[config.mk]
export PLATFORM = sky130hd
export DESIGN_NAME = mvau_stream
export DESIGN_NICKNAME = d
export VERILOG_FILES = /design/src/design/mvau_types_pkg.sv /design/src/design/mvau_cfg_pkg.sv /design/src/design/mvau_stream_control_block.sv /design/src/design/mvau_input_buffer.sv /design/src/design/mvau_weight_mem.sv /design/src/design/mvau_pe_array.sv /design/src/design/mvau_stream.sv
export SDC_FILE = /design/constraint.sdc
export NUM_CORES = 1
export LEC_CHECK = 0
export ABC_AREA = 1
export BUFFER_PORTS_ARGS = -buffer_cell sky130_fd_sc_hd__clkbuf_2
export CAP_MARGIN = 0
export CORE_ASPECT_RATIO = 1.4
export CORE_MARGIN = 4
export CORE_UTILIZATION = 40
export CTS_CLUSTER_SIZE = 30
export DETAILED_ROUTE_END_ITERATION = 12
export HOLD_SLACK_MARGIN = 0.06
export PLACE_DENSITY_LB_ADDON = 0.12
export SETUP_SLACK_MARGIN = 0.5
export SLEW_MARGIN = 0
export SYNTH_ARGS = -nofsm -noshare
export SYNTH_HDL_FRONTEND = slang
export SYNTH_SLANG_ARGS = --single-unit
[constraint.sdc]
create_clock -name clk -period 5.8 [get_ports clk]
set_input_delay 0.29 -clock clk [delete_from_list [all_inputs] [get_ports clk]]
set_output_delay 0.29 -clock clk [all_outputs]
set_load 0.02 [all_outputs]
[src/design/mvau_types_pkg.sv]
// ##########################################################################
// MVAU type definitions
// Signed activation, weight and accumulator lanes for the datapath, plus
// the Wishbone address and data widths of the weight load port
// ##########################################################################

package mvau_types_pkg;

   // Lane widths of the quantized datapath
   localparam int ACT_W = 4;
   localparam int WGT_W = 4;
   localparam int ACC_W = 16;

   // Wishbone bus widths
   localparam int WB_ADR_W = 8;
   localparam int WB_DAT_W = 32;

   // One signed activation lane
   typedef logic signed [ACT_W-1:0] act_t;
   // One signed weight
   typedef logic signed [WGT_W-1:0] wgt_t;
   // One signed accumulator lane
   typedef logic signed [ACC_W-1:0] acc_t;

   // Wishbone word address
   typedef logic [WB_ADR_W-1:0] wb_adr_t;
   // Wishbone data word
   typedef logic [WB_DAT_W-1:0] wb_dat_t;

endpackage

[src/design/mvau_cfg_pkg.sv]
// ##########################################################################
// MVAU configuration defaults
// Folding factors used when the top level is built without overrides,
// and the word address layout of the Wishbone weight port
// ##########################################################################

package mvau_cfg_pkg;

   // Beats per input vector, also the input buffer depth
   localparam int DEF_SF = 4;

   // Passes per input vector, one output word each
   localparam int DEF_NF = 3;

   // Activation lanes per beat
   localparam int DEF_SIMD = 2;

   // Output lanes per word
   localparam int DEF_PE = 2;

   // Word address of weight word 0
   // Weight word n sits at WB_WMEM_BASE + n
   localparam int WB_WMEM_BASE = 0;

endpackage

[src/design/mvau_stream_control_block.sv]
// ##########################################################################
// MVAU stream control
// Counts beats and passes, steers the input buffer between write and
// replay, and forms the weight word address for each compute beat
// ##########################################################################

`timescale 1ns/1ps

module mvau_stream_control_block #(
   parameter int SF = mvau_cfg_pkg::DEF_SF,
   parameter int NF = mvau_cfg_pkg::DEF_NF,
   localparam int SF_T = (SF > 1) ? $clog2(SF) : 1,
   localparam int WA_W = (NF * SF > 1) ? $clog2(NF * SF) : 1
) (
   input  logic            clk,
   input  logic            rst_n,
   input  logic            in_v,
   output logic            step,
   output logic            ib_wen,
   output logic            ib_ren,
   output logic            sf_clr,
   output logic [SF_T-1:0] sf_cnt,
   output logic [WA_W-1:0] wgt_addr
);

   // Last beat of the current pass
   assign sf_clr = (sf_cnt == SF_T'(SF - 1));

   generate
      if (NF == 1) begin : g_one_pass
         // Single pass, buffer is always written and never replayed
         assign ib_wen   = 1'b1;
         assign ib_ren   = 1'b0;
         assign step     = in_v;
         assign wgt_addr = WA_W'(sf_cnt);
      end else begin : g_multi_pass
         localparam int NF_T = $clog2(NF);

         // Pass counter, 0 is the write pass
         logic [NF_T-1:0] nf_cnt;
         logic            nf_last;

         assign nf_last = (nf_cnt == NF_T'(NF - 1));

         // Live input only during the first pass
         assign ib_wen = (nf_cnt == '0);
         assign ib_ren = ~ib_wen;

         // Replay runs every cycle, writing waits for in_v
         assign step = in_v | ib_ren;

         // Weight word nf_cnt*SF + sf_cnt
         assign wgt_addr = WA_W'(nf_cnt) * WA_W'(SF) + WA_W'(sf_cnt);

         always_ff @(posedge clk) begin
            if (!rst_n) begin
               nf_cnt <= '0;
            end else if (step && sf_clr) begin
               // Wrap after the final replay pass
               if (nf_last)
                  nf_cnt <= '0;
               else
                  nf_cnt <= nf_cnt + 1'b1;
            end
         end
      end
   endgenerate

   // Beat counter, stalls between steps
   always_ff @(posedge clk) begin
      if (!rst_n) begin
         sf_cnt <= '0;
      end else if (step) begin
         if (sf_clr)
            sf_cnt <= '0;
         else
            sf_cnt <= sf_cnt + 1'b1;
      end
   end

endmodule

[src/design/mvau_input_buffer.sv]
// ##########################################################################
// MVAU input buffer
// Holds the SF beats of one activation vector for replay and forwards
// the live beat straight to the PE array during the write pass
// ##########################################################################

`timescale 1ns/1ps

module mvau_input_buffer #(
   parameter int SF = mvau_cfg_pkg::DEF_SF,
   parameter int SIMD = mvau_cfg_pkg::DEF_SIMD,
   localparam int SF_T = (SF > 1) ? $clog2(SF) : 1
) (
   input  logic                            clk,
   input  logic                            ib_wen,
   input  logic                            step,
   input  logic [SF_T-1:0]                 sf_cnt,
   input  mvau_types_pkg::act_t [SIMD-1:0] in_data,
   output mvau_types_pkg::act_t [SIMD-1:0] act_vec
);

   // One entry per beat of the vector
   mvau_types_pkg::act_t [SIMD-1:0] line_q [SF];

   // Capture accepted beats of the write pass
   always_ff @(posedge clk) begin
      if (ib_wen && step)
         line_q[sf_cnt] <= in_data;
   end

   // Bypass during write, stored beat during replay
   always_comb begin
      if (ib_wen)
         act_vec = in_data;
      else
         act_vec = line_q[sf_cnt];
   end

endmodule

[src/design/mvau_weight_mem.sv]
// ##########################################################################
// MVAU weight memory
// NF*SF words of PE*SIMD packed weights, loaded and read back by the host
// over a Wishbone classic slave, read combinationally by the datapath
// ##########################################################################

`timescale 1ns/1ps

module mvau_weight_mem #(
   parameter int SF = mvau_cfg_pkg::DEF_SF,
   parameter int NF = mvau_cfg_pkg::DEF_NF,
   parameter int SIMD = mvau_cfg_pkg::DEF_SIMD,
   parameter int PE = mvau_cfg_pkg::DEF_PE,
   localparam int WA_W = (NF * SF > 1) ? $clog2(NF * SF) : 1
) (
   input  logic                               clk,
   input  logic                               rst_n,
   input  logic                               wb_cyc,
   input  logic                               wb_stb,
   input  logic                               wb_we,
   input  mvau_types_pkg::wb_adr_t            wb_adr,
   input  mvau_types_pkg::wb_dat_t            wb_dat_w,
   output logic                               wb_ack,
   output mvau_types_pkg::wb_dat_t            wb_dat_r,
   input  logic [WA_W-1:0]                    wgt_addr,
   output mvau_types_pkg::wgt_t [PE*SIMD-1:0] wgt_vec
);

   localparam int DEPTH = NF * SF;
   localparam int WORD_W = PE * SIMD * mvau_types_pkg::WGT_W;

   // Lane p, simd s at index p*SIMD+s
   typedef mvau_types_pkg::wgt_t [PE*SIMD-1:0] word_t;

   word_t mem_q [DEPTH];

   mvau_types_pkg::wb_adr_t wb_off;
   logic [WA_W-1:0]         wb_idx;
   logic                    wb_hit;
   logic                    wb_req;

   // Offset from the weight window base
   assign wb_off = wb_adr - mvau_types_pkg::wb_adr_t'(mvau_cfg_pkg::WB_WMEM_BASE);
   assign wb_hit = (wb_off < mvau_types_pkg::wb_adr_t'(DEPTH));
   assign wb_idx = wb_off[WA_W-1:0];

   // New request, one per ack
   assign wb_req = wb_cyc & wb_stb & ~wb_ack;

   // Registered single cycle ack
   always_ff @(posedge clk) begin
      if (!rst_n)
         wb_ack <= 1'b0;
      else
         wb_ack <= wb_req;
   end

   // Host write lands on the ack edge, out of range writes dropped
   always_ff @(posedge clk) begin
      if (wb_req && wb_we && wb_hit)
         mem_q[wb_idx] <= word_t'(wb_dat_w[WORD_W-1:0]);
   end

   // Read data valid together with ack
   // Unused upper bits and out of range words read as zero
   always_ff @(posedge clk) begin
      if (wb_req) begin
         if (wb_hit)
            wb_dat_r <= mvau_types_pkg::wb_dat_t'(mem_q[wb_idx]);
         else
            wb_dat_r <= '0;
      end
   end

   // Compute port, asynchronous read
   assign wgt_vec = mem_q[wgt_addr];

endmodule

[src/design/mvau_pe_array.sv]
// ##########################################################################
// MVAU PE array
// Two stage pipeline, SIMD dot product per PE lane, then accumulation
// across the SF beats of a pass with one output word per pass
// ##########################################################################

`timescale 1ns/1ps

module mvau_pe_array #(
   parameter int SIMD = mvau_cfg_pkg::DEF_SIMD,
   parameter int PE = mvau_cfg_pkg::DEF_PE
) (
   input  logic                               clk,
   input  logic                               rst_n,
   input  logic                               step,
   input  logic                               sf_clr,
   input  mvau_types_pkg::act_t [SIMD-1:0]    act_vec,
   input  mvau_types_pkg::wgt_t [PE*SIMD-1:0] wgt_vec,
   output logic                               out_v,
   output mvau_types_pkg::acc_t [PE-1:0]      out_data
);

   // Combinational dot products of this beat
   mvau_types_pkg::acc_t [PE-1:0] dot_c;

   // Stage 1 products and their beat flags
   mvau_types_pkg::acc_t [PE-1:0] prod_q;
   logic                          s1_v;
   logic                          s1_clr;

   // Stage 2 running sums
   mvau_types_pkg::acc_t [PE-1:0] acc_q;
   mvau_types_pkg::acc_t [PE-1:0] sum_c;

   // Signed multiply, widened to the accumulator before summing
   always_comb begin
      for (int p = 0; p < PE; p++) begin
         dot_c[p] = '0;
         for (int s = 0; s < SIMD; s++) begin
            dot_c[p] = dot_c[p]
                     + mvau_types_pkg::acc_t'(act_vec[s])
                     * mvau_types_pkg::acc_t'(wgt_vec[p*SIMD+s]);
         end
      end
   end

   // Stage 1 flags, sf_clr travels with its beat
   always_ff @(posedge clk) begin
      if (!rst_n) begin
         s1_v   <= 1'b0;
         s1_clr <= 1'b0;
      end else begin
         s1_v   <= step;
         s1_clr <= step & sf_clr;
      end
   end

   // Stage 1 products, held across input gaps
   always_ff @(posedge clk) begin
      if (step)
         prod_q <= dot_c;
   end

   // Accumulator plus the product in flight
   always_comb begin
      for (int p = 0; p < PE; p++)
         sum_c[p] = acc_q[p] + prod_q[p];
   end

   // Stage 2, last beat emits and restarts from zero
   always_ff @(posedge clk) begin
      if (!rst_n) begin
         acc_q <= '0;
         out_v <= 1'b0;
      end else begin
         out_v <= s1_v & s1_clr;
         if (s1_v) begin
            if (s1_clr)
               acc_q <= '0;
            else
               acc_q <= sum_c;
         end
      end
   end

   // Result word of the finished pass
   always_ff @(posedge clk) begin
      if (s1_v && s1_clr)
         out_data <= sum_c;
   end

endmodule

[src/design/mvau_stream.sv]
// ##########################################################################
// MVAU streaming top level
// Connects control, input buffer, weight memory and PE array; one input
// vector of SF beats yields NF output words of PE accumulator lanes
// ##########################################################################

`timescale 1ns/1ps

module mvau_stream #(
   parameter int SF = mvau_cfg_pkg::DEF_SF,
   parameter int NF = mvau_cfg_pkg::DEF_NF,
   parameter int SIMD = mvau_cfg_pkg::DEF_SIMD,
   parameter int PE = mvau_cfg_pkg::DEF_PE
) (
   input  logic                            clk,
   input  logic                            rst_n,
   // Wishbone weight port
   input  logic                            wb_cyc,
   input  logic                            wb_stb,
   input  logic                            wb_we,
   input  mvau_types_pkg::wb_adr_t         wb_adr,
   input  mvau_types_pkg::wb_dat_t         wb_dat_w,
   output logic                            wb_ack,
   output mvau_types_pkg::wb_dat_t         wb_dat_r,
   // Activation stream in
   input  logic                            in_v,
   input  mvau_types_pkg::act_t [SIMD-1:0] in_data,
   output logic                            in_rdy,
   // Result stream out, no back-pressure
   output logic                            out_v,
   output mvau_types_pkg::acc_t [PE-1:0]   out_data
);

   localparam int SF_T = (SF > 1) ? $clog2(SF) : 1;
   localparam int WA_W = (NF * SF > 1) ? $clog2(NF * SF) : 1;

   logic                               step;
   logic                               ib_wen;
   logic                               sf_clr;
   logic [SF_T-1:0]                    sf_cnt;
   logic [WA_W-1:0]                    wgt_addr;
   mvau_types_pkg::act_t [SIMD-1:0]    act_vec;
   mvau_types_pkg::wgt_t [PE*SIMD-1:0] wgt_vec;

   // Beats are taken only during the write pass
   assign in_rdy = ib_wen;

   // Read enable stays internal, it drives the replay steps
   mvau_stream_control_block #(.SF(SF), .NF(NF)) i_ctrl (
      .clk      (clk),
      .rst_n    (rst_n),
      .in_v     (in_v),
      .step     (step),
      .ib_wen   (ib_wen),
      .ib_ren   (),
      .sf_clr   (sf_clr),
      .sf_cnt   (sf_cnt),
      .wgt_addr (wgt_addr)
   );

   mvau_input_buffer #(.SF(SF), .SIMD(SIMD)) i_ibuf (
      .clk     (clk),
      .ib_wen  (ib_wen),
      .step    (step),
      .sf_cnt  (sf_cnt),
      .in_data (in_data),
      .act_vec (act_vec)
   );

   mvau_weight_mem #(.SF(SF), .NF(NF), .SIMD(SIMD), .PE(PE)) i_wmem (
      .clk      (clk),
      .rst_n    (rst_n),
      .wb_cyc   (wb_cyc),
      .wb_stb   (wb_stb),
      .wb_we    (wb_we),
      .wb_adr   (wb_adr),
      .wb_dat_w (wb_dat_w),
      .wb_ack   (wb_ack),
      .wb_dat_r (wb_dat_r),
      .wgt_addr (wgt_addr),
      .wgt_vec  (wgt_vec)
   );

   mvau_pe_array #(.SIMD(SIMD), .PE(PE)) i_pe (
      .clk      (clk),
      .rst_n    (rst_n),
      .step     (step),
      .sf_clr   (sf_clr),
      .act_vec  (act_vec),
      .wgt_vec  (wgt_vec),
      .out_v    (out_v),
      .out_data (out_data)
   );

endmodule

After elaboration in Yosys (flattened, before gate mapping):

Memory sizes are Yosys's and may differ from the RTL's. A register that Yosys moved wholly into a read port is not among the register bits.
Index checks and enable logic that the tools add are counted.

* register bits after elaboration: 104
* memories: 2
* output and inout bits: 67
* RAM bits: 224

Memories
* i_wmem.mem_q: words 12, width 16, rd ports 2, clocked after memory_dff 1, write ports 1, line mvau_weight_mem.sv:35 `word_t mem_q [DEPTH];`
* i_ibuf.line_q: words 4, width 8, rd ports 1, clocked after memory_dff 1, write ports 1, line mvau_input_buffer.sv:23 `mvau_types_pkg::act_t [SIMD-1:0] line_q [SF];`

* mux-type cells: 10
* bitwise operators: 7
* multiply operators: 4
* add/subtract/negate cells: 7
* $lt $le $gt $ge: 1
* equality and inequality tests: 2
* reductions and logical operators: 7

Operators by type and width (number)
* $add A16 B16 Y16: 4
* $mul A4 B4 Y8: 4
* $mux W32: 1
* $lt A8 B4 Y1 const B: 1
* $mux W2: 4
* $mux W8: 1
* $logic_and A1 B1 Y1: 5
* $add A2 B1 Y2 const B: 2
* $add A4 B2 Y4: 1
* $and A1 B1 Y1: 4
* $eq A2 B2 Y1 const B: 2
* $mux W1: 4
* $logic_not A2 Y1: 1
* $not A1 Y1: 2
* $logic_not A1 Y1: 1
* $or A1 B1 Y1: 1

Depth between registers and ports, before layout:

Gate-level depths: netlist of the first run.

* depth in word-level cells: 6
* mapped depth: 27

Modules after synthesis:

Synthesis of the first run repeated with hierarchy kept, for this count alone.

* cells, all modules: 2344
* area total of the unflattened synthesis: 19994.2 um2

Modules (own cells, without submodules)
* mvau_weight_mem: area an instance 10591.4 um2, instances 1, cells each 1217
* mvau_pe_array: area an instance 7748.7 um2, instances 1, cells each 958
* mvau_input_buffer: area an instance 1447.6 um2, instances 1, cells each 141
* mvau_stream_control_block: area an instance 206.4 um2, instances 1, cells each 28

Worst setup path before layout of the first run:

OpenSTA, ideal clock, no wires.

* path type: register to register
* start: reg i_ctrl.sf_cnt[0]
* end: reg i_pe.prod_q[23] in the netlist's numbering, data pin
* library setup time: 0.269 ns
* path buffers: 3
* required time: 5.531 ns
* cell stages (with the launch flop): 23
* setup slack: 0.663 ns
* data arrival time: 4.868 ns
* cell sequence: dfxtp_1 > buf_6 > inv_4 > buf_6 > buf_4 > a21oi_1 > o21ai_0 > nand2_1 > nand2_1 > nand3_2 > nand2_1 > fa_1 > fa_1 > fa_1 > inv_1 > ha_1 > fa_1 > ha_1 > a21oi_1 > inv_1 > a31oi_1 > o21ai_0 > fa_1

RTL lines
* from (decl): line mvau_stream_control_block.sv:22 `output logic [SF_T-1:0] sf_cnt,`
* from (signal assigned): line mvau_stream_control_block.sv:77 `sf_cnt <= sf_cnt + 1'b1;`
* to (signal assigned): line mvau_pe_array.sv:61 `prod_q <= dot_c;`
* to (decl): line mvau_pe_array.sv:27 `mvau_types_pkg::acc_t [PE-1:0] prod_q;`

==> results_dict.tcl, run 1 <==
set metrics [dict create \
    comb_power_share 0.494 \
    grt_overflow_total 0 \
    synthesis.area_um2 19500 \
    portBuffers 104 \
    postRouteAntennaNets 0 \
    final_common_cell "nand2_1" \
    power.switching_mw 4.32 \
    worstSetupPathType "register to register" \
    fmax_mhz 193 \
    dp_hpwl_um 35300 \
    clockBufferDepth 3 \
    fin_crit_ps 5190 \
    die_area_um2 52400 \
    setup_viol 0 \
    cp_max_fo 5 \
    instances_no_fill 2865 \
    grt_max_degree 47 \
    final.setup.tns_ps 0 \
    track_usage 0.197 \
    switching_share 0.377 \
    antenna_cells 0 \
    clock_latency_ps 560 \
    grt_first_pass_wirelength_um 81300 \
    num_io_pins 121 \
    hold_path_class "primary input to register" \
    fillers 4601 \
    worstPathArrival_ps 5490 \
    design.core.area_um2 48100 \
    ys_seq_area_frac 0.512 \
    pwr-share-clk 0.210 \
    syn_to_final_growth_pct 18.4 \
    num_vias 14800 \
    cts-buffers-inserted 38 \
    leakage_nw 10.0 \
    rsz0062_at_grt "yes" \
    drive_gt1_frac 0.166 \
    die_width_um 195 \
    dp.cells 2740 \
    routed_via_density 5.18 \
    crit_chain "buf_12 > buf_12 > clkbuf_16 > o21ai_0 > o22ai_1 > nand2_1 > nand3_4 > nand2_2 > fa_1 > fa_1 > inv_1 > fa_1 > ha_4 > fa_2 > buf_4 > xor2_1 > ha_1 > nand2_1 > o21ai_0 > and2_1 > o21ai_1" \
    max_stage_delay_ps 550 \
    layout_common_cells "504 x nand2_1, 304 x edfxtp_1, 230 x inv_1, 133 x nor2_1, 104 x clkbuf_2" \
    drtPass1Iterations 5 \
    syn_inst 2050 \
    power_mw 11.5 \
    drv_cap 0 \
    worstMarginPinSlew_ps 1210 \
    fin_skew_ps 10.8 \
    outcome "completed" \
    timing.critical_path.mode_cell "fa_1" \
    synth.avg_cell_area_um2 9.50 \
    pwr_density_cell_nw_per_um2 497 \
    cts_tree "yes" \
    routabilityCongestion 0.863 \
    drt-wirelength-per-cell_um 18.8 \
    start_util 0.405 \
    slew_violations 0 \
    final_core_util 0.479 \
    placementRows 95 \
    ys_types 39 \
    end_kind "register" \
    ys_ff_latch 346 \
    p_int_mw 7.15 \
    crit_required_ps 6100 \
    cpLargestDelayFamily "adder cells" \
    htreeDepth 2 \
    critPathBufInv 5 \
    synth_nets 2244 \
    grt_pass1_vias 15000 \
    reg2reg_from "i_ctrl.sf_cnt[0]" \
    antenna_found_initial 1 \
    yosys_warnings 0 \
    ir_drop_mv 0.297 \
    reg2reg_slack_ps 610 \
    maxSlewHeadroom 0.191 \
    hold_violations 0 \
    die_y_um 269 \
    cp-startpoint "i_ctrl.sf_cnt[0]" \
    remaining_drc_errors 0 \
    hold_start "wb_dat_w[0]" \
    clkTransAtPathRegs_ps 60 \
    root_buffer "clkbuf_16" \
    totalWireLength_um 53800 \
    clkSinkCount 346 \
    fin_nets 2403 \
    start_kind "register" \
    slowest_stage "fa_1" \
    fin_crit_sh 0.895 \
    drtIter0Drc 788 \
    seq_power_share 0.296 \
]
cell type report:
cell class	count	area, um2	share of cell area
clock inverters	14	171	0.00743
repair buffers	206	1630	0.0708
repair inverters	3	35.0	0.00152
clock buffers	52	1040	0.0453
inverters	248	968	0.0420
multi-input cells	1366	8440	0.366
well taps	630	788	0.0342
flip-flops and latches	346	9980	0.433
timing repair:
item / CTS / global route
gates resized for setup: 30 / 93
hold endpoints to repair: 53 / 0
pin swaps: 4 / 57
setup buffers: 6 / 29
hold buffers: 13 / 0
gates cloned: 5 / 6
endpoints found under the setup margin: 10 / 18
power by group through the flow:
stage	Clock (mW)	Combinational, mW	Sequential, mW
floorplan	0	3.67	3.42
CTS	2.47	4.92	3.40
detailed placement	0	4.78	3.44
global placement	0	4.73	3.44
finish	2.41	5.67	3.39
global route	2.58	6.40	3.41
cells in the mapped netlist, drive strengths merged:
master / count / area share
fa: 42 / 0.043
nand4: 9 / 0.0029
clkinv: 1 / 0.00026
a32o: 6 / 0.0031
o211ai: 5 / 0.0019
nand3b: 4 / 0.0015
a22oi: 70 / 0.027
a211oi: 3 / 0.0012
a21oi: 97 / 0.025
ha: 98 / 0.063
nor3: 5 / 0.0013
a31oi: 2 / 0.00064
and2: 18 / 0.0058
clkbuf: 17 / 0.0033
nand3: 87 / 0.026
dfxtp: 42 / 0.043
or2: 4 / 0.0013
buf: 73 / 0.026
xor2: 36 / 0.016
edfxtp: 304 / 0.47
o21ai: 156 / 0.041
xnor2: 19 / 0.0085
nand2: 522 / 0.10
nor2: 154 / 0.031
o21a: 2 / 0.00077
o22ai: 27 / 0.0087
inv: 247 / 0.048
sequential cells by signal, summed over array words and instances (netlist names), named ones only:
register	cells
i_wmem.wb_dat_r	16
i_wmem.mem_q	192
i_pe.prod_q	32
i_ctrl.sf_cnt	2
i_ibuf.line_q	32
i_ctrl.g_multi_pass.nf_cnt	2
i_pe.s1_clr	1
i_pe.acc_q	32
i_wmem.wb_ack	1
i_pe.out_v	1
i_pe.out_data	32
i_pe.s1_v	1
final timing paths:
| kind | to | cells past startpoint |
|---|---|---|
| setup / recovery | i_pe.prod_q[24] | 21 |
| hold / removal | i_wmem.mem_q[7][0] | 1 |
| setup reg to reg | i_pe.prod_q[24] | 21 |
| hold reg to reg | i_pe.acc_q[6] | 2 |
routing by layer:
metal / vias up / wire, um / GRT usage / part of all wire
met5: - / 13 / 0 / 0.00024
li1: 7218 / - / - / -
met1: 7094 / 20400 / 0.220 / 0.38
met4: 2 / 1820 / 0.0729 / 0.034
met2: 396 / 28700 / 0.373 / 0.53
met3: 119 / 2820 / 0.0322 / 0.052
through the flow:
stage	hold slack, ps	setup slack, ps	cell area [um2]
6_report	88.4	610	23100
5_1_grt	83.8	396	23100
3_5_place_dp	464	234	20700
3_3_place_gp	453	297	20700
4_1_cts	65.2	465	22300
2_1_floorplan	389	663	19500
cell families after synthesis:
kind of cell,count (synthesis),synth area share
AOI/OAI and AO/OA,368,0.109
xor gates and xnor gates,55,0.0247
adders and majority gates,140,0.106
buffers and inverters,338,0.0772
DFF,346,0.512
and+or+nand+nor,803,0.171
(Power assumes the default switching activity.)
==> inputs of run 2 (changes only) <==
Settings changed: ABC_AREA 1 to not set.
Clock period 5.8 ns to 5.4 ns, I/O delays scaled along.
==> results_dict.tcl, run 2 <==
set metrics [dict create \
    fin_skew_ps 17.9 \
    clockBufferDepth 3 \
    worstSetupPathType "register to register" \
    power_mw 10.1 \
    layout_common_cells "304 x edfxtp_1, 136 x nor2_1, 103 x clkbuf_2, 98 x buf_4, 95 x mux4_2" \
    start_util 0.406 \
    postRouteAntennaNets 0 \
    rsz0062_at_grt "yes" \
    fin_nets 1693 \
    maxSlewHeadroom 0.381 \
    hold_violations 0 \
    outcome "completed" \
    syn_inst 1301 \
    synth-edff-count 304 \
    remaining_drc_errors 0 \
    slew_violations 0 \
    cts-buffers-inserted 38 \
    die_area_um2 50500 \
    largest_reg_flops 192 \
    drt-wirelength-per-cell_um 20.1 \
    routabilityCongestion 0.761 \
    cts_tree "yes" \
    drtPass1Iterations 4 \
    die_y_um 264 \
    placementRows 93 \
    synthArstFlopShare 0 \
    pwr_density_cell_nw_per_um2 450 \
    antenna_cells 0 \
    leakage_nw 8.45 \
    setup_ws_ps 80.1 \
    track_usage 0.175 \
    yosys_most_used_dff "edfxtp_1" \
    grt_max_degree 35 \
    syn_to_final_growth_pct 19.2 \
    ys_top_cells_by_count "304 x edfxtp_1, 143 x nor2_1, 98 x ha_1, 95 x mux4_2, 63 x a21oi_1" \
    yosysTopAreaCell "edfxtp_1" \
    cp_max_fo 7 \
    drtIter0Drc 463 \
    portBuffers 104 \
    fin_crit_ps 5320 \
    yosys_warnings 0 \
    fillers 4089 \
    crit_required_ps 5780 \
    synthesis.area_um2 18800 \
    htreeDepth 2 \
    num_io_pins 121 \
    worstPathArrival_ps 5700 \
    synth_nets 1495 \
    die_width_um 191 \
    hold_path_class "primary input to register" \
    fmax_mhz 188 \
    end_kind "register" \
    start_kind "register" \
    totalWireLength_um 43200 \
    clkTransAtPathRegs_ps 60 \
    fin_crit_sh 0.985 \
    clock_latency_ps 560 \
    worstMarginPinSlew_ps 926 \
    drive_gt1_frac 0.312 \
    ys_seq_area_frac 0.532 \
    drv_cap 0 \
    grt_overflow_total 0 \
    routed_via_density 5.23 \
    synth.avg_cell_area_um2 14.4 \
    design.core.area_um2 46200 \
    grt_first_pass_wirelength_um 67800 \
    root_buffer "clkbuf_16" \
    antenna_found_initial 1 \
    setup_viol 0 \
    clkSinkCount 346 \
    synth_top_area_share 0.487 \
    num_vias 11200 \
    synth_most_common_cell "edfxtp_1" \
    yosys-top-cells-area "edfxtp_1 49%, mux4_2 11%, ha_1 6.5%" \
    preCtsSetupSlack_ps -7.31 \
    ys_ff_latch 346 \
    final_common_cell "edfxtp_1" \
    ys_types 74 \
    ir_drop_mv 0.274 \
    grt_pass1_vias 12100 \
    largest-register "i_wmem.mem_q" \
    dp_hpwl_um 31300 \
]
## run 2: cell count changes in the layout (fill, tap and decap cells not counted), moves of 53 or more
cell / change
o21ai_1: -53
inv_1: -186
mux4_2: +95
o21ai_0: -69
nand3_1: -65
nand2_1: -470
a22oi_1: -56
## run 2: final timing paths
check	slack (ps)	to	depth (start not counted)	startpoint
worst min register to register	470	i_pe.acc_q[10]	2	i_pe.acc_q[10]
worst max register to register	80	i_pe.prod_q[24]	22	i_ctrl.sf_cnt[0]
worst min-delay path	90	i_wmem.mem_q[8][7]	1	wb_dat_w[7]
worst max-delay path	80	i_pe.prod_q[24]	22	i_ctrl.sf_cnt[0]
## run 2: cells by family (layout without fill, tap and decap cells)
kind of cell	Yosys count	in the layout	synth area share
compound gates	209	209	0.0757
buf+inv	134	360	0.0368
simple gates	259	259	0.0628
mux	148	148	0.151
fa+ha+maj	140	140	0.110
xor+xnor	65	65	0.0316
flops	346	346	0.532
## run 2: critical path, stage by stage (launching register included)
cell      delay, ps
dfxtp_4         440
buf_12          150
buf_4           110
mux4_2          490
mux2i_1         200
nor2_1           80
a21oi_2         170
nand2b_4        160
fa_1            430
fa_1            470
fa_1            510
inv_1            40
ha_2            180
fa_2            340
a21o_1          170
a21oi_2         150
xnor2_2         100
xor2_2          170
ha_4            290
nand2b_4         60
buf_6           140
buf_4           130
o31ai_2         160
## run 2: stage by stage
step | std cells | setup TNS, ps | area, um2 | hold WS (ps) | utilization
2_1_floorplan | 1301 | 0 | 19000 | 369 | -
3_3_place_gp | 2043 | 0 | 20600 | 451 | 0.446
3_5_place_dp | 2043 | -13.4 | 20600 | 454 | 0.446
4_1_cts | 2138 | 0 | 22200 | 60.7 | 0.480
5_1_grt | 2144 | -1470 | 22300 | 79.7 | 0.484
6_report | 2144 | 0 | 22300 | 87.2 | 0.484
## run 2: cell type report
class / instances / area [um2] / share of cell area
clock inverters: 18 / 146 / 0.00655
multi-input cells: 821 / 8510 / 0.381
inverters: 56 / 210 / 0.00941
clock buffers: 50 / 1040 / 0.0464
well taps: 617 / 772 / 0.0346
flip-flops and latches: 346 / 9980 / 0.447
repair buffers: 236 / 1690 / 0.0756
## run 2: power by group
part	total [mW]	internal, mW	switching (mW)
combinational	4.12	2.02	2.10
sequential	3.44	3.34	0.101
clock	2.49	1.45	1.04
## run 2: per-layer routing
layer  global-route usage  wire (um)  vias up  share of wire
met5                    0         13        -        0.00030
met3               0.0295       1690       76          0.039
li1                     -          -     5343              -
met2                0.337      24300      195           0.56
met1                0.191      15800     5600           0.37
met4               0.0608       1420        2          0.033
## run 2: what timing repair did
action | CTS | global route
endpoints found under the setup margin | 20 | 24
hold buffers | 21 | 0
cloned | 0 | 0
hold endpoints to repair | 161 | 0
setup buffers | 6 | 6
gates resized for setup | 27 | 28
pin swaps | 11 | 11
==> inputs of run 3 (changes only) <==
--- a/config.mk
+++ b/config.mk
@@ -14,5 +14,4 @@
 export DETAILED_ROUTE_END_ITERATION = 12
 export HOLD_SLACK_MARGIN = 0.06
-export PLACE_DENSITY_LB_ADDON = 0.12
 export SETUP_SLACK_MARGIN = 0.5
 export SLEW_MARGIN = 0
==> constraint.sdc (replaced) <==
create_clock -name clk -period 5.4 [get_ports clk]
set_input_delay 1.08 -clock clk [delete_from_list [all_inputs] [get_ports clk]]
set_output_delay 1.08 -clock clk [all_outputs]
set_load 0.02 [all_outputs]
==> results_dict.tcl, run 3 (synthesized netlist as in run 2, its figures left out) <==
set metrics [dict create \
    start_util 0.406 \
    max_stage_delay_ps 540 \
    clock_latency_ps 540 \
    cts-buffers-inserted 36 \
    routed_via_density 5.28 \
    dp_hpwl_um 30100 \
    drtPass1Iterations 5 \
    power_mw 10.0 \
    fin_nets 1673 \
    rsz0062_at_grt "yes" \
    grt_max_degree 38 \
    drt-wirelength-per-cell_um 19.6 \
    setup_viol 3 \
    failed_checks "setup timing" \
    drtIter0Drc 549 \
    design.core.area_um2 46200 \
    htreeDepth 2 \
    final_core_util 0.482 \
    pwr-share-clk 0.247 \
    largest-register "i_wmem.mem_q" \
    layout_common_cells "304 x edfxtp_1, 140 x nor2_1, 103 x clkbuf_2, 95 x mux4_2, 93 x buf_4" \
    fmax_mhz 185 \
    hold_violations 0 \
    root_buffer "clkbuf_16" \
    syn_to_final_growth_pct 18.7 \
    hold_path_class "register to register" \
    grt_first_pass_wirelength_um 65400 \
    num_io_pins 121 \
    final.setup.tns_ps -21.8 \
    portBuffers 104 \
    slew_violations 0 \
    grt_overflow_total 0 \
    reg2reg_slack_ps -20 \
    seq_power_share 0.343 \
    routabilityCongestion 0.820 \
    start_kind "register" \
    whs_ps 470 \
    power.switching_mw 3.21 \
    antenna_cells 0 \
    worstPathArrival_ps 5690 \
    drive_gt1_frac 0.323 \
    crit_required_ps 5670 \
    dp.cells 2051 \
    totalWireLength_um 41500 \
    slowest_stage "fa_1" \
    placed_area_um2 20700 \
    die_y_um 264 \
    fin_skew_ps 25.0 \
    cts_tree "yes" \
    clkTransAtPathRegs_ps 70 \
    preCtsSetupSlack_ps -85.9 \
    antenna_found_initial 0 \
    switching_share 0.320 \
    worstSetupPathType "register to register" \
    die_area_um2 50500 \
    track_usage 0.167 \
    grt_pass1_vias 11900 \
    remaining_drc_errors 0 \
    leakage_nw 8.43 \
    fin_crit_ps 5420 \
    clkSinkCount 346 \
    ir_drop_mv 0.325 \
    instances_no_fill 2122 \
    worstMarginPinSlew_ps 926 \
    placementRows 93 \
    final_area_um2 22300 \
    outcome "complete, but fails checks" \
    num_vias 11200 \
    p_int_mw 6.83 \
    setup_ws_ps -17.4 \
    pwr_density_cell_nw_per_um2 451 \
    timing.critical_path.mode_cell "fa_1" \
    die_width_um 191 \
    clockBufferDepth 3 \
    maxSlewHeadroom 0.383 \
    end_kind "register" \
    cpLargestDelayFamily "adder cells" \
    cp_max_fo 7 \
    comb_power_share 0.410 \
    fin_crit_sh 1.00 \
    final_common_cell "edfxtp_1" \
    postRouteAntennaNets 0 \
    largest_reg_flops 192 \
    critPathBufInv 4 \
    crit_chain "buf_12 > buf_12 > mux4_2 > mux2i_4 > nor2_2 > a21oi_2 > inv_2 > nand2_2 > fa_1 > fa_1 > inv_1 > fa_1 > ha_2 > fa_2 > a21o_1 > a21oi_2 > xnor2_2 > xor2_2 > ha_4 > nand2b_4 > nor3_2 > o21ai_2 > o311ai_2" \
    drv_cap 0 \
]
-- run 3: worst paths after layout --
path / start / cells after the start / end
setup / recovery: i_ctrl.sf_cnt[0] / 23 / i_pe.prod_q[29]
hold / removal: i_wmem.wb_ack / 1 / i_wmem.wb_ack
setup reg to reg: i_ctrl.sf_cnt[0] / 23 / i_pe.prod_q[29]
hold reg to reg: i_wmem.wb_ack / 1 / i_wmem.wb_ack
-- run 3: power groups by stage --
stage	clock [mW]	sequential (mW)	combinational [mW]
detailed placement	0	3.50	3.55
floorplan	0	3.47	2.68
finish	2.48	3.45	4.12
CTS	2.55	3.45	3.92
global route	2.66	3.46	4.60
global placement	0	3.50	3.50
-- run 3: timing repair --
action	4_1_cts	5_1_grt
resized for setup	36	25
buffers inserted	2	5
setup endpoints to repair	22	24
pin swaps	20	16
endpoints found under the hold margin	0	0
hold buffers	0	0
-- run 3: cell type report --
class | instances | area (um2)
fill | 4038 | 23900
sequential | 346 | 9970
multi-input combinational | 821 | 8560
timing repair buffer | 218 | 1570
clock buffer | 45 | 995
tap | 617 | 772
inverter | 56 | 210
clock inverter | 19 | 181
-- run 3: metal layers --
metal,routed length (um),track usage,up-vias
met1,15600,0.188,5609
met4,1250,0.0526,0
met2,22900,0.316,214
met3,1820,0.0291,71
li1,-,-,5305
met5,0,0,-
